### src/include/uart_hub_defines.svh
/*
 * uart string hub build constants
 * channel count, bit timing, payload limit and frame delimiter
 */
`ifndef UART_HUB_DEFINES_SVH
`define UART_HUB_DEFINES_SVH

// number of independent serial channels
`define UART_NUM_CH 4

// system clocks per serial bit
`define UART_CLKS_PER_BIT 16

// payload bytes per string
`define UART_MAX_LEN 16

// frame delimiter, ASCII '&'
`define UART_DELIM 8'h26

`endif

### src/source/uart_data_pkg.sv
/*
 * uart string hub data types
 * payload vectors and the structs passed between blocks
 */
`include "uart_hub_defines.svh"

package uart_data_pkg;

	typedef logic [7:0]                   uart_byte_t;
	typedef logic [4:0]                   str_len_t;
	typedef logic [`UART_MAX_LEN*8-1:0]   str_data_t;
	typedef logic [1:0]                   chan_id_t;

	// byte 0 sits in data[7:0]
	typedef struct packed {
		str_data_t data;
		str_len_t  length;
	} tx_string_s;

	typedef struct packed {
		chan_id_t  chan;
		str_data_t data;
		str_len_t  length;
	} rx_frame_s;

endpackage

### src/source/uart_ctrl_pkg.sv
/*
 * uart string hub control types
 * state encodings of the byte engines and the frame framers
 */
package uart_ctrl_pkg;

	// one serial byte: start bit, eight data bits, stop bits
	typedef enum logic [1:0] {
		IDLE,
		START,
		DATA,
		STOP
	} byte_state_e;

	// each state names the byte currently on the line
	typedef enum logic [2:0] {
		TX_IDLE,
		TX_SIGN1,
		TX_SIGN2,
		TX_CONTENT,
		TX_SIGN3,
		TX_SIGN4,
		TX_FINISH
	} frame_tx_state_e;

	typedef enum logic [2:0] {
		RX_IDLE,
		RX_SIGN1,
		RX_CONTENT,
		RX_SIGN3,
		RX_FINISH
	} frame_rx_state_e;

endpackage

### src/source/uart_tx_dispatch.sv
/*
 * tx dispatcher
 * holds one host string and starts the target channel once it is idle
 */
`timescale 1ns/1ps
`include "uart_hub_defines.svh"

module uart_tx_dispatch
	import uart_data_pkg::*;
(
	input  logic                    sys_clk,
	input  logic                    sys_rst_n,
	input  logic                    req,
	input  chan_id_t                chan,
	input  tx_string_s              str,
	input  logic [`UART_NUM_CH-1:0] chan_active,
	output logic                    busy,
	output logic [`UART_NUM_CH-1:0] start,
	output tx_string_s              held_str
);

	logic     held_valid;
	chan_id_t held_chan;

	assign busy = held_valid;

	// request is dropped while an entry is already held
	always_ff @(posedge sys_clk or negedge sys_rst_n) begin
		if (!sys_rst_n) begin
			held_valid <= 1'b0;
		end else if (req && !held_valid) begin
			held_valid <= 1'b1;
		end else if (|start) begin
			held_valid <= 1'b0;
		end
	end

	always_ff @(posedge sys_clk) begin
		if (req && !held_valid) begin
			held_chan <= chan;
			held_str  <= str;
		end
	end

	// fire as soon as the chosen channel has finished its last frame
	always_comb begin
		for (int i = 0; i < `UART_NUM_CH; i++) begin
			start[i] = held_valid && (held_chan == chan_id_t'(i)) && !chan_active[i];
		end
	end

	// a started channel reports itself active on the next cycle
	a_start_taken: assert property (@(posedge sys_clk) disable iff (!sys_rst_n)
		|start |=> (chan_active & $past(start)) == $past(start));

endmodule

### src/source/uart_byte_tx.sv
/*
 * uart byte transmitter
 * 8N2 serializer, LSB first, one bit every CLKS_PER_BIT clocks
 */
`timescale 1ns/1ps
`include "uart_hub_defines.svh"

module uart_byte_tx
	import uart_data_pkg::*;
	import uart_ctrl_pkg::*;
(
	input  logic       sys_clk,
	input  logic       sys_rst_n,
	input  logic       start,
	input  uart_byte_t data,
	output logic       txd,
	output logic       done
);

	localparam int CNT_W = $clog2(2 * `UART_CLKS_PER_BIT);
	localparam logic [CNT_W-1:0] BIT_LAST  = CNT_W'(`UART_CLKS_PER_BIT - 1);
	localparam logic [CNT_W-1:0] STOP_LAST = CNT_W'(2 * `UART_CLKS_PER_BIT - 1);

	byte_state_e      state;
	logic [CNT_W-1:0] cnt;
	logic [2:0]       bit_idx;
	uart_byte_t       shreg;

	always_ff @(posedge sys_clk or negedge sys_rst_n) begin
		if (!sys_rst_n) begin
			state   <= IDLE;
			cnt     <= '0;
			bit_idx <= '0;
		end else begin
			case (state)
				IDLE: begin
					cnt     <= '0;
					bit_idx <= '0;
					if (start) begin
						state <= START;
					end
				end
				START: begin
					cnt <= (cnt == BIT_LAST) ? '0 : cnt + 1'b1;
					if (cnt == BIT_LAST) begin
						state <= DATA;
					end
				end
				DATA: begin
					cnt <= (cnt == BIT_LAST) ? '0 : cnt + 1'b1;
					if (cnt == BIT_LAST) begin
						bit_idx <= bit_idx + 1'b1;
						if (bit_idx == 3'd7) begin
							state <= STOP;
						end
					end
				end
				// both stop bits in one stretch
				STOP: begin
					cnt <= (cnt == STOP_LAST) ? '0 : cnt + 1'b1;
					if (cnt == STOP_LAST) begin
						state <= IDLE;
					end
				end
				default: state <= IDLE;
			endcase
		end
	end

	always_ff @(posedge sys_clk) begin
		if (state == IDLE && start) begin
			shreg <= data;
		end else if (state == DATA && cnt == BIT_LAST) begin
			shreg <= shreg >> 1;
		end
	end

	assign txd  = (state == START) ? 1'b0 : (state == DATA) ? shreg[0] : 1'b1;
	assign done = (state == STOP) && (cnt == STOP_LAST);

	a_start_idle: assert property (@(posedge sys_clk) disable iff (!sys_rst_n)
		start |-> state == IDLE);

endmodule

### src/source/uart_byte_rx.sv
/*
 * uart byte receiver
 * synchronizes rxd, finds the start edge and samples every bit at mid-bit
 */
`timescale 1ns/1ps
`include "uart_hub_defines.svh"

module uart_byte_rx
	import uart_data_pkg::*;
	import uart_ctrl_pkg::*;
(
	input  logic       sys_clk,
	input  logic       sys_rst_n,
	input  logic       rxd,
	output uart_byte_t data,
	output logic       vld
);

	localparam int CNT_W = $clog2(`UART_CLKS_PER_BIT);
	localparam logic [CNT_W-1:0] BIT_LAST  = CNT_W'(`UART_CLKS_PER_BIT - 1);
	localparam logic [CNT_W-1:0] HALF_LAST = CNT_W'(`UART_CLKS_PER_BIT / 2 - 1);

	byte_state_e      state;
	logic [CNT_W-1:0] cnt;
	logic [2:0]       bit_idx;
	logic [1:0]       rx_sync;
	logic             rx_prev;
	logic             rx_s;

	assign rx_s = rx_sync[1];

	always_ff @(posedge sys_clk or negedge sys_rst_n) begin
		if (!sys_rst_n) begin
			rx_sync <= 2'b11;
			rx_prev <= 1'b1;
			state   <= IDLE;
			cnt     <= '0;
			bit_idx <= '0;
			vld     <= 1'b0;
		end else begin
			rx_sync <= {rx_sync[0], rxd};
			rx_prev <= rx_s;
			vld     <= 1'b0;
			case (state)
				IDLE: begin
					cnt     <= '0;
					bit_idx <= '0;
					if (rx_prev && !rx_s) begin
						state <= START;
					end
				end
				// a start bit that is high again at its middle was a glitch
				START: begin
					cnt <= (cnt == HALF_LAST) ? '0 : cnt + 1'b1;
					if (cnt == HALF_LAST) begin
						state <= rx_s ? IDLE : DATA;
					end
				end
				DATA: begin
					cnt <= (cnt == BIT_LAST) ? '0 : cnt + 1'b1;
					if (cnt == BIT_LAST) begin
						bit_idx <= bit_idx + 1'b1;
						if (bit_idx == 3'd7) begin
							state <= STOP;
						end
					end
				end
				STOP: begin
					cnt <= (cnt == BIT_LAST) ? '0 : cnt + 1'b1;
					if (cnt == BIT_LAST) begin
						state <= IDLE;
						vld   <= rx_s;
					end
				end
				default: state <= IDLE;
			endcase
		end
	end

	// lsb arrives first, shift in from the top
	always_ff @(posedge sys_clk) begin
		if (state == DATA && cnt == BIT_LAST) begin
			data <= {rx_s, data[7:1]};
		end
	end

endmodule

### src/source/uart_frame_channel.sv
/*
 * uart frame channel
 * wraps strings as &&payload&& on tx and unwraps them on rx
 */
`timescale 1ns/1ps
`include "uart_hub_defines.svh"

module uart_frame_channel
	import uart_data_pkg::*;
	import uart_ctrl_pkg::*;
(
	input  logic       sys_clk,
	input  logic       sys_rst_n,
	input  logic       start,
	input  tx_string_s str,
	input  logic       rxd,
	output logic       txd,
	output logic       tx_active,
	output logic       tx_done,
	output str_data_t  rx_data,
	output str_len_t   rx_len,
	output logic       rx_done
);

	localparam str_len_t MAX_LEN = str_len_t'(`UART_MAX_LEN);

	frame_tx_state_e tx_state;
	tx_string_s      tx_buf;
	str_len_t        tx_idx;
	logic            byte_start;
	uart_byte_t      byte_data;
	logic            byte_done;

	frame_rx_state_e rx_state;
	uart_byte_t      rx_byte;
	logic            rx_vld;
	logic            is_delim;
	logic            is_other;
	logic            open_ok;
	logic            store_one;
	logic            store_two;
	str_len_t        pos_next;

	always_ff @(posedge sys_clk) begin
		if (tx_state == TX_IDLE && start) begin
			tx_buf.data   <= str.data;
			tx_buf.length <= (str.length > MAX_LEN) ? MAX_LEN : str.length;
		end
	end

	// byte_start is the reload pulse, one idle cycle after each byte's done
	always_ff @(posedge sys_clk or negedge sys_rst_n) begin
		if (!sys_rst_n) begin
			tx_state   <= TX_IDLE;
			tx_idx     <= '0;
			byte_start <= 1'b0;
		end else begin
			byte_start <= 1'b0;
			case (tx_state)
				TX_IDLE: begin
					if (start) begin
						tx_state   <= TX_SIGN1;
						byte_start <= 1'b1;
					end
				end
				TX_SIGN1: begin
					if (byte_done) begin
						tx_state   <= TX_SIGN2;
						byte_start <= 1'b1;
					end
				end
				TX_SIGN2: begin
					if (byte_done) begin
						tx_state   <= (tx_buf.length == '0) ? TX_SIGN3 : TX_CONTENT;
						tx_idx     <= '0;
						byte_start <= 1'b1;
					end
				end
				TX_CONTENT: begin
					if (byte_done) begin
						byte_start <= 1'b1;
						if (str_len_t'(tx_idx + 1'b1) == tx_buf.length) begin
							tx_state <= TX_SIGN3;
						end else begin
							tx_idx <= tx_idx + 1'b1;
						end
					end
				end
				TX_SIGN3: begin
					if (byte_done) begin
						tx_state   <= TX_SIGN4;
						byte_start <= 1'b1;
					end
				end
				TX_SIGN4: begin
					if (byte_done) begin
						tx_state <= TX_FINISH;
					end
				end
				default: tx_state <= TX_IDLE;
			endcase
		end
	end

	assign byte_data = (tx_state == TX_CONTENT) ? tx_buf.data[8*tx_idx +: 8] : `UART_DELIM;
	assign tx_active = (tx_state != TX_IDLE);
	assign tx_done   = (tx_state == TX_FINISH);

	uart_byte_tx uart_byte_tx_inst (
		.sys_clk   (sys_clk),
		.sys_rst_n (sys_rst_n),
		.start     (byte_start),
		.data      (byte_data),
		.txd       (txd),
		.done      (byte_done)
	);

	uart_byte_rx uart_byte_rx_inst (
		.sys_clk   (sys_clk),
		.sys_rst_n (sys_rst_n),
		.rxd       (rxd),
		.data      (rx_byte),
		.vld       (rx_vld)
	);

	assign is_delim  = rx_vld && (rx_byte == `UART_DELIM);
	assign is_other  = rx_vld && (rx_byte != `UART_DELIM);
	assign open_ok   = (rx_state == RX_SIGN1) && is_delim;
	assign store_one = (rx_state == RX_CONTENT) && is_other;
	// a lone & followed by data is kept together with that byte
	assign store_two = (rx_state == RX_SIGN3) && is_other;
	assign pos_next  = rx_len + 1'b1;

	always_ff @(posedge sys_clk or negedge sys_rst_n) begin
		if (!sys_rst_n) begin
			rx_state <= RX_IDLE;
			rx_len   <= '0;
		end else begin
			case (rx_state)
				RX_IDLE:    rx_state <= is_delim ? RX_SIGN1 : RX_IDLE;
				RX_SIGN1:   rx_state <= is_delim ? RX_CONTENT : (rx_vld ? RX_IDLE : RX_SIGN1);
				RX_CONTENT: rx_state <= is_delim ? RX_SIGN3 : RX_CONTENT;
				RX_SIGN3:   rx_state <= is_delim ? RX_FINISH : (rx_vld ? RX_CONTENT : RX_SIGN3);
				default:    rx_state <= RX_IDLE;
			endcase
			if (open_ok) begin
				rx_len <= '0;
			end else if (store_one && rx_len < MAX_LEN) begin
				rx_len <= pos_next;
			end else if (store_two) begin
				rx_len <= (pos_next >= MAX_LEN) ? MAX_LEN : str_len_t'(rx_len + 2'd2);
			end
		end
	end

	// bytes past MAX_LEN fall on the floor
	always_ff @(posedge sys_clk) begin
		if (open_ok) begin
			rx_data <= '0;
		end else if (store_one && rx_len < MAX_LEN) begin
			rx_data[8*rx_len +: 8] <= rx_byte;
		end else if (store_two) begin
			if (rx_len < MAX_LEN) begin
				rx_data[8*rx_len +: 8] <= `UART_DELIM;
			end
			if (pos_next < MAX_LEN) begin
				rx_data[8*pos_next +: 8] <= rx_byte;
			end
		end
	end

	assign rx_done = (rx_state == RX_FINISH);

	a_rx_len_max: assert property (@(posedge sys_clk) disable iff (!sys_rst_n)
		rx_vld |=> rx_len <= MAX_LEN);

endmodule

### src/source/uart_frame_collector.sv
/*
 * uart frame collector
 * queues finished rx frames per channel and emits them lowest channel first
 */
`timescale 1ns/1ps
`include "uart_hub_defines.svh"

module uart_frame_collector
	import uart_data_pkg::*;
(
	input  logic                    sys_clk,
	input  logic                    sys_rst_n,
	input  logic [`UART_NUM_CH-1:0] done,
	input  str_data_t               data [`UART_NUM_CH],
	input  str_len_t                len [`UART_NUM_CH],
	output rx_frame_s               frame,
	output logic                    valid
);

	logic [`UART_NUM_CH-1:0] pending;
	logic [`UART_NUM_CH-1:0] grant;
	chan_id_t                sel;

	// scan downwards so the lowest pending channel wins
	always_comb begin
		grant = '0;
		sel   = '0;
		for (int i = `UART_NUM_CH - 1; i >= 0; i--) begin
			if (pending[i]) begin
				grant = `UART_NUM_CH'(1) << i;
				sel   = chan_id_t'(i);
			end
		end
	end

	always_ff @(posedge sys_clk or negedge sys_rst_n) begin
		if (!sys_rst_n) begin
			pending <= '0;
			valid   <= 1'b0;
		end else begin
			pending <= (pending & ~grant) | done;
			valid   <= |pending;
		end
	end

	// channel data stays put until its next frame opens
	always_ff @(posedge sys_clk) begin
		if (|pending) begin
			frame.chan   <= sel;
			frame.data   <= data[sel];
			frame.length <= len[sel];
		end
	end

endmodule

### src/source/uart_string_hub.sv
/*
 * uart string hub top level
 * one tx dispatcher, NUM_CH frame channels and one rx frame collector
 */
`timescale 1ns/1ps
`include "uart_hub_defines.svh"

module uart_string_hub
	import uart_data_pkg::*;
(
	input  logic                    sys_clk,
	input  logic                    sys_rst_n,
	input  logic                    tx_req,
	input  chan_id_t                tx_chan,
	input  tx_string_s              tx_str,
	input  logic [`UART_NUM_CH-1:0] uart_rx,
	output logic                    tx_busy,
	output logic [`UART_NUM_CH-1:0] tx_done,
	output logic [`UART_NUM_CH-1:0] uart_tx,
	output rx_frame_s               rx_frame,
	output logic                    rx_valid
);

	logic [`UART_NUM_CH-1:0] ch_start;
	logic [`UART_NUM_CH-1:0] ch_active;
	logic [`UART_NUM_CH-1:0] ch_rx_done;
	tx_string_s              held_str;
	str_data_t               ch_rx_data [`UART_NUM_CH];
	str_len_t                ch_rx_len [`UART_NUM_CH];

	uart_tx_dispatch uart_tx_dispatch_inst (
		.sys_clk     (sys_clk),
		.sys_rst_n   (sys_rst_n),
		.req         (tx_req),
		.chan        (tx_chan),
		.str         (tx_str),
		.chan_active (ch_active),
		.busy        (tx_busy),
		.start       (ch_start),
		.held_str    (held_str)
	);

	for (genvar i = 0; i < `UART_NUM_CH; i++) begin : g_chan
		uart_frame_channel uart_frame_channel_inst (
			.sys_clk   (sys_clk),
			.sys_rst_n (sys_rst_n),
			.start     (ch_start[i]),
			.str       (held_str),
			.rxd       (uart_rx[i]),
			.txd       (uart_tx[i]),
			.tx_active (ch_active[i]),
			.tx_done   (tx_done[i]),
			.rx_data   (ch_rx_data[i]),
			.rx_len    (ch_rx_len[i]),
			.rx_done   (ch_rx_done[i])
		);
	end

	uart_frame_collector uart_frame_collector_inst (
		.sys_clk   (sys_clk),
		.sys_rst_n (sys_rst_n),
		.done      (ch_rx_done),
		.data      (ch_rx_data),
		.len       (ch_rx_len),
		.frame     (rx_frame),
		.valid     (rx_valid)
	);

endmodule

### config.mk
export PLATFORM = sky130hd
export DESIGN_NAME = uart_string_hub
export DESIGN_NICKNAME = d
export VERILOG_FILES = /design/src/source/uart_data_pkg.sv /design/src/source/uart_ctrl_pkg.sv /design/src/source/uart_tx_dispatch.sv /design/src/source/uart_byte_tx.sv /design/src/source/uart_byte_rx.sv /design/src/source/uart_frame_channel.sv /design/src/source/uart_frame_collector.sv /design/src/source/uart_string_hub.sv
export VERILOG_INCLUDE_DIRS = /design/src /design/src/include
export SDC_FILE = /design/constraint.sdc
export NUM_CORES = 2
export LEC_CHECK = 0
export BUFFER_PORTS_ARGS = -buffer_cell sky130_fd_sc_hd__buf_2
export CORE_MARGIN = 1.5
export CORE_UTILIZATION = 31
export CTS_CLUSTER_DIAMETER = 120
export DETAILED_ROUTE_END_ITERATION = 6
export GPL_TIMING_DRIVEN = 0
export PLACE_DENSITY = 0.49
export REMOVE_ABC_BUFFERS = 1
export SLEW_MARGIN = 20
export SYNTH_ARGS = -nofsm -noshare
export SYNTH_HDL_FRONTEND = slang
export SYNTH_SLANG_ARGS = --single-unit
### constraint.sdc
create_clock -name sys_clk -period 14.3 [get_ports sys_clk]
set_input_delay 1.43 -clock sys_clk [delete_from_list [all_inputs] [get_ports sys_clk]]
set_output_delay 1.43 -clock sys_clk [all_outputs]
set_load 0.05 [all_outputs]
# == After elaboration in Yosys (flattened, before gate mapping) ==
# Cells that the tools add are included.
# totals
register_bits,1544
inputBits,142
output_inout_bits,145
word_cells,777
# classes
n_addsub,36
magnitude_cmp,14
eq_ne,175
shifts,24
n_mux,285
bitwise_logic,4
n_reduce_logical,154
# ops
operator,count
two-way mux 128 bit,30
bitwise mux 128 bit,12
"variable shift 8 x 34 -> 128 bit, first input constant",8
indexed part select 8 x 34 -> 128 bit,8
indexed part select 128 x 9 -> 8 bit,4
"indexed part select 8 x 34 -> 128 bit, first input constant",4
negation 8 -> 34 bit,8
binary-select mux 128 bit (select 2 bit),1
two-way mux 5 bit,39
two-way mux 3 bit,48
two-way mux 2 bit,48
two-way mux 8 bit,12
"!= test 2 bit, second input constant",40
"equality test 3 bit, second input constant",24
case mux 3 bit (6 select lines),4
"!= test 2 x 1 -> 1 bit, second input constant",32
case mux 2 bit (4 select lines),8
"adder 5 x 1 -> 5 bit, second input constant",12
case mux 5 bit (3 select lines),4
logical AND 1 bit,57
"equality test 3 x 2 -> 1 bit, second input constant",16
two-way mux 4 bit,12
case mux 3 bit (2 select lines),8
case mux 3 bit (4 select lines),4
38 further kinds,249

# == Logic depth before layout (Yosys ltp) ==
# logic_depth
ltp_word,11
ltp_mapped,15
mapped_depth_nobuf,11

# == Modules after synthesis ==
# From an unflattened synthesis, not the netlist that was laid out.
# unflattened
hier_cells,6761
hier_area_um2,75753.9
# modules_own_cells
module,instances,cells_per_inst,area_each_um2,seq_area_each_um2
uart_frame_channel at g_chan[1].uart_frame_channel_inst ...,2,1349,13928.4,6981.7
uart_frame_channel at g_chan[3].uart_frame_channel_inst,1,1302,14148.6,6981.7
uart_frame_channel at g_chan[0].uart_frame_channel_inst,1,1268,13823.3,6981.7
uart_frame_collector,1,776,8291.7,4179.0
uart_tx_dispatch,1,145,4176.5,4078.9
uart_byte_tx,4,81,984.7,490.5
uart_byte_rx,4,62,879.6,569.3

# == Worst setup path before layout ==
# No wires, ideal clock.
# synth_timing
path_type,register to register
from,register uart_tx_dispatch_inst.held_valid (netlist: uart_tx_dispatch_inst.busy)
to,register g_chan[3].uart_frame_channel_inst.tx_state[0]
setup_ps,116
arrival_time_ps,11030
required_time_ps,14184
path_slack_ps,3154
path_stages_with_launch,5
n_path_buf,0
period_less_slack_ps,11146
cell_sequence,dfrtp_1 nand4b_1 nor3_1 o22ai_1 o211ai_1
# synth_via
elab_chain_cells,4
# synth_lines
item,line,source
from (decl),uart_tx_dispatch.sv:22,logic held_valid;
from (signal assigned),uart_tx_dispatch.sv:30,held_valid <= 1'b0;
from (signal assigned),uart_tx_dispatch.sv:32,held_valid <= 1'b1;
from (signal assigned),uart_tx_dispatch.sv:34,held_valid <= 1'b0;
logical AND 1 bit (2 in series),uart_tx_dispatch.sv:48,start[i] = held_valid && (held_chan == chan_id_t'(i)) && !chan_active[i];
!= test 2 x 1 -> 1 bit (no source line),--,
AND reduction 7 bit (no source line),--,
to (signal assigned),uart_frame_channel.sv:74,tx_state <= (tx_buf.length == '0) ? TX_SIGN3 : TX_CONTENT;
to (decl),uart_frame_channel.sv:27,frame_tx_state_e tx_state;
# Every way passes these cells.
# A chain may end at the register's enable or synchronous reset.

# == Worst setup path in the final report ==
# layout_timing
from,register g_chan[2].uart_frame_channel_inst.rx_len[0]
to,register g_chan[2].uart_frame_channel_inst.rx_data[21]
# layout_via
elab_chain_cells,11
elab_cells_between_ends,22
cone_classes,add/sub (3); order compare (2); shift (5); mux (10); reduce/logical (2)
# layout_lines
item,line,source
from (decl),uart_frame_channel.sv:21,"output str_len_t rx_len,"
from (signal assigned),uart_frame_channel.sv:149,rx_len <= pos_next;
from (signal assigned),uart_frame_channel.sv:151,rx_len <= (pos_next >= MAX_LEN) ? MAX_LEN : str_len_t'(rx_len + 2'd2);
negation 8 -> 34 bit,uart_frame_channel.sv:161,rx_data[8*rx_len +: 8] <= rx_byte;
indexed part select 8 x 34 -> 128 bit (no source line) / variable shift 8 x 34 -> 128 bit (equally long branches),--,
bitwise mux 128 bit (no source line),--,
two-way mux 128 bit,uart_frame_channel.sv:163,if (rx_len < MAX_LEN) begin
two-way mux 128 bit,uart_frame_channel.sv:162,end else if (store_two) begin
two-way mux 128 bit,uart_frame_channel.sv:160,end else if (store_one && rx_len < MAX_LEN) begin
two-way mux 128 bit,uart_frame_channel.sv:158,if (open_ok) begin
bitwise mux 128 bit,uart_frame_channel.sv:167,rx_data[8*pos_next +: 8] <= rx_byte;
two-way mux 128 bit,uart_frame_channel.sv:166,if (pos_next < MAX_LEN) begin
two-way mux 128 bit,uart_frame_channel.sv:162,
two-way mux 128 bit,uart_frame_channel.sv:160,
"to (signal, indexed assignment)",uart_frame_channel.sv:161,
"to (signal, indexed assignment)",uart_frame_channel.sv:164,rx_data[8*rx_len +: 8] <= `UART_DELIM;
"to (signal, indexed assignment)",uart_frame_channel.sv:167,
to (decl),uart_frame_channel.sv:20,"output str_data_t rx_data,"
# Several ways; a longest one is shown, not always the timed one. The select of a mux whose other input is x is not followed.

==> metrics.yaml <==
total_leakage_power_uw: 0.02955
syn-instance-count: 6713
total_power_uw: 10800
ant_nets: 0
crit_required_ps: 15070
globalRouteTotalUtil: 0.2372
yosys-top-cells-count: "edfxtp_1 (866), nand2_1 (758), dfxtp_1 (512), nor2_1 (359), clkbuf_1 (327)"
fillCellCount: 23564
first_iter_violations: 6919
rr_startpoint: "g_chan[2].uart_frame_channel_inst.rx_len[0]$_DFFE_PN0P_"
rsz0062_at_grt: "false"
yosys.area.top_type_share: 0.3509
finalHoldViolCount: 0
ys_top_cells_by_area: "edfxtp_1 (35%), dfxtp_1 (14%), dfrtp_1 (5.2%)"
crit_start: "g_chan[2].uart_frame_channel_inst.rx_len[0]$_DFFE_PN0P_"
first_pass_iters: 7
wirelength_um: 295700
ys_warn_count: 0
layout-drive-gt1-share: 0.1604
muxShareOfSynthArea: 0.06864
via_count: 59710
fin_crit_ps: 5883
status: "finished with violations"
ys_async_sr_fraction: 0.1075
reg2reg_depth: 11
critical_path.cell_chain: "ha_1 > nand3_1 > xnor2_1 > clkinv_1 > ha_1 > nor2b_1 > and3_1 > o2111ai_1 > a211oi_1 > o32ai_1 > nor2_1"
grt_pass1_vias: 57758
multi_input_area_sq_um: 31530
grt_max_degree: 119
syn_to_final_growth_pct: 16.20
numCtsBuffers: 177
cts.repair.resized: 0
timing.fmax_mhz: 170.0
fin_ws_ps: 8417
violations: "DRC"
syn_area_sq_um: 74100
maxSlewHeadroom: 0.08636
antenna_found_initial: 28
clkSinkCount: 1544
critPathArrivalTime_ps: 6650
hold_depth: 0
stdcell_area_sq_um: 86110
gp_congestion: 0.9751
clk_pin_slew_ps: 70
cpLargestDelayFamily: "simple AND/OR/NAND/NOR gates"
seqCellArea_sq_um: 40470
die_x_um: 491.9
vias_per_cell: 5.884
synth-edff-count: 866
end_kind: "flop"
die_y_um: 491.9
cts_max_level: 4
hold_class: "flop to flop"
ir_drop_v: 0.0001057
finalCritPeriodShare: 0.4114
synth_top_area_cell: "edfxtp_1"
core_sq_um: 237900
dp_hpwl_um: 217100
rows: 179
avgSynthCellArea_sq_um: 11.04
yosysUniqueCellTypes: 118
maxCapViolCount: 0
post_cts_buffers: 0
crit_type: "flop to flop"
setup_viol: 0
utilization: 0.3620
worst_pin_slew_ps: 1364
yosys.area_share.simple: 0.1439
reg2reg_slack_ps: 8420
portBuffers: 286
critPathBufInv: 1
pre_cts_slack_ps: 8754
grt_pass1_wl_um: 418900
synthFlopType: "edfxtp_1"
synth_most_common_cell: "edfxtp_1"
clk_latency_ps: 870
ctsHoldBuffers: 0
crit_fanout: 31
wl_per_cell_um: 29.14
critPathMaxStageDelay_ps: 830
start_util: 0.3116
clock_path_buffers: 3
ys_ff_latch: 1544
synth-xor-area-share: 0.009877
dpl_cell_area_sq_um: 79920
pwr_density_cell_nw_per_um2: 125.4
cts-root-buf: "clkbuf_16"
grt_overflow_total: 0
r2r_end: "g_chan[2].uart_frame_channel_inst.rx_data[21]$_SDFFE_PP0P_"
crit_path_top_delay_cell: "a211oi_1"
pin_count: 287
path_common_cell: "ha_1"
cts_tree: "yes"
skew_ps: 51.73
synth_compound_area_frac: 0.1812
synthAdderAreaFrac: 0.01587
synth_top_family_by_area: "compound AO/OA/AOI/OAI gates"
setup.worst_path.start_class: "flop"
die_area_sq_um: 242000
ys_seq_area_frac: 0.5455
num-nets-final: 7055
drcViolationCount: 48
drv_slew: 0
## cells in the final DEF (no fill, tap or decap), types with 49 or more instances in the layout
master	n
a22oi_1	105
nor4_1	54
edfxtp_1	866
dfrtp_1	136
nor2b_1	49
a31oi_1	240
buf_2	289
nand4_1	65
a21o_1	53
mux2_2	70
nand3_1	209
dfxtp_1	512
nand2_1	754
xnor2_1	49
mux2i_1	68
a21oi_1	268
o22ai_1	165
inv_1	125
mux4_2	160
nand2b_1	54
o21ai_0	259
and2_1	185
and3_1	88
ha_1	94
a221o_1	88
a22o_1	62
o211ai_1	60
a211oi_1	169
clkbuf_16	177
nor2_1	350
nor3_1	138
## layout make-up
type	count	share of cell area
clock buffers	224	0.05465
well taps	3167	0.04602
flip-flops and latches	1544	0.4699
multi-input cells	4536	0.3662
repair buffers	424	0.04029
clock inverters	107	0.01642
inverters	136	0.006277
diodes	9	0.0002615
## worst reg2reg max path: cells and delay by family (launching register included)
| kind | cells | cell delay [ps] |
|---|---|---|
| flip-flops | 1 | 820 |
| XOR/XNOR | 1 | 560 |
| AND/OR/NAND/NOR | 4 | 1530 |
| adder cells (fa/ha/maj) | 2 | 1050 |
| AO/OA/AOI/OAI | 3 | 1310 |
| buffers and inverters | 1 | 500 |
## where the power goes
group | internal (uW) | switching, uW
sequential | 5070 | 221
combinational | 276 | 459
clock | 2750 | 2030
## how the worst max path moves through the flow
stage | endpoint | slack, ps | cells after the start
CTS | g_chan[2].uart_frame_channel_inst.rx_data[21]$_SDFFE_PP0P_ | 8690 | 11
detailed placement | g_chan[2].uart_frame_channel_inst.rx_data[21]$_SDFFE_PP0P_ | 8750 | 11
finish | g_chan[2].uart_frame_channel_inst.rx_data[21]$_SDFFE_PP0P_ | 8420 | 11
floorplan | uart_frame_collector_inst.frame[134]$_DFFE_PP_ | -1880 | 1
global placement | uart_frame_collector_inst.frame[125]$_DFFE_PP_ | -22410 | 5
global route | g_chan[2].uart_frame_channel_inst.rx_data[21]$_SDFFE_PP0P_ | 8270 | 11
## cells by family (layout without fill, tap and decap cells)
group	count (synthesis)	after routing
other cells	0	9
simple gates	2159	2159
compound gates	1903	1903
flops	1544	1544
fa+ha+maj	94	94
mux	299	299
xor+xnor	81	81
buf+inv	633	891
## state kept, by name, summed over array words and instances, names as in the netlist, named ones only
signal                                                    flops
g_chan.uart_frame_channel_inst.uart_byte_rx_inst.bit_idx     12
g_chan.uart_frame_channel_inst.uart_byte_tx_inst.cnt         20
g_chan.uart_frame_channel_inst.rx_data                      512
g_chan.uart_frame_channel_inst.uart_byte_tx_inst.bit_idx     12
g_chan.uart_frame_channel_inst.tx_state                      12
g_chan.uart_frame_channel_inst.tx_buf                       532
g_chan.uart_frame_channel_inst.uart_byte_rx_inst.data        32
g_chan.uart_frame_channel_inst.uart_byte_tx_inst.state        8
g_chan.uart_frame_channel_inst.byte_start                     4
uart_frame_collector_inst.frame                             135
uart_tx_dispatch_inst.held_chan                               2
g_chan.uart_frame_channel_inst.rx_len                        20
uart_tx_dispatch_inst.held_str                              133
g_chan.uart_frame_channel_inst.uart_byte_rx_inst.rx_sync      8
g_chan.uart_frame_channel_inst.uart_byte_rx_inst.cnt         16
g_chan.uart_frame_channel_inst.rx_state                      12
g_chan.uart_frame_channel_inst.uart_byte_rx_inst.state        4
g_chan.uart_frame_channel_inst.tx_idx                        20
g_chan.uart_frame_channel_inst.uart_byte_tx_inst.shreg       32
g_chan.uart_frame_channel_inst.uart_byte_rx_inst.rx_prev      4
uart_tx_dispatch_inst.busy                                    1
uart_frame_collector_inst.pending                             4
uart_frame_collector_inst.valid                               1
g_chan.uart_frame_channel_inst.uart_byte_rx_inst.vld          4
## layer usage
layer	vias up	global-route usage	wire (um)
met1	29829	0.3066	119400
met5	-	0	95
met2	3020	0.3584	129600
met3	703	0.04414	22930
li1	26142	-	-
met4	16	0.1659	23660
## stage by stage
step	TNS (ps)	cells	hold slack (ps)
2_1_floorplan	-162500	6216	345.2
3_3_place_gp	-3132270	9669	347.7
3_5_place_dp	0	9807	348.1
4_1_cts	0	10138	340.4
5_1_grt	0	10139	340.2
6_report	0	10147	328.0
Power figures use the tool's default switching activity.
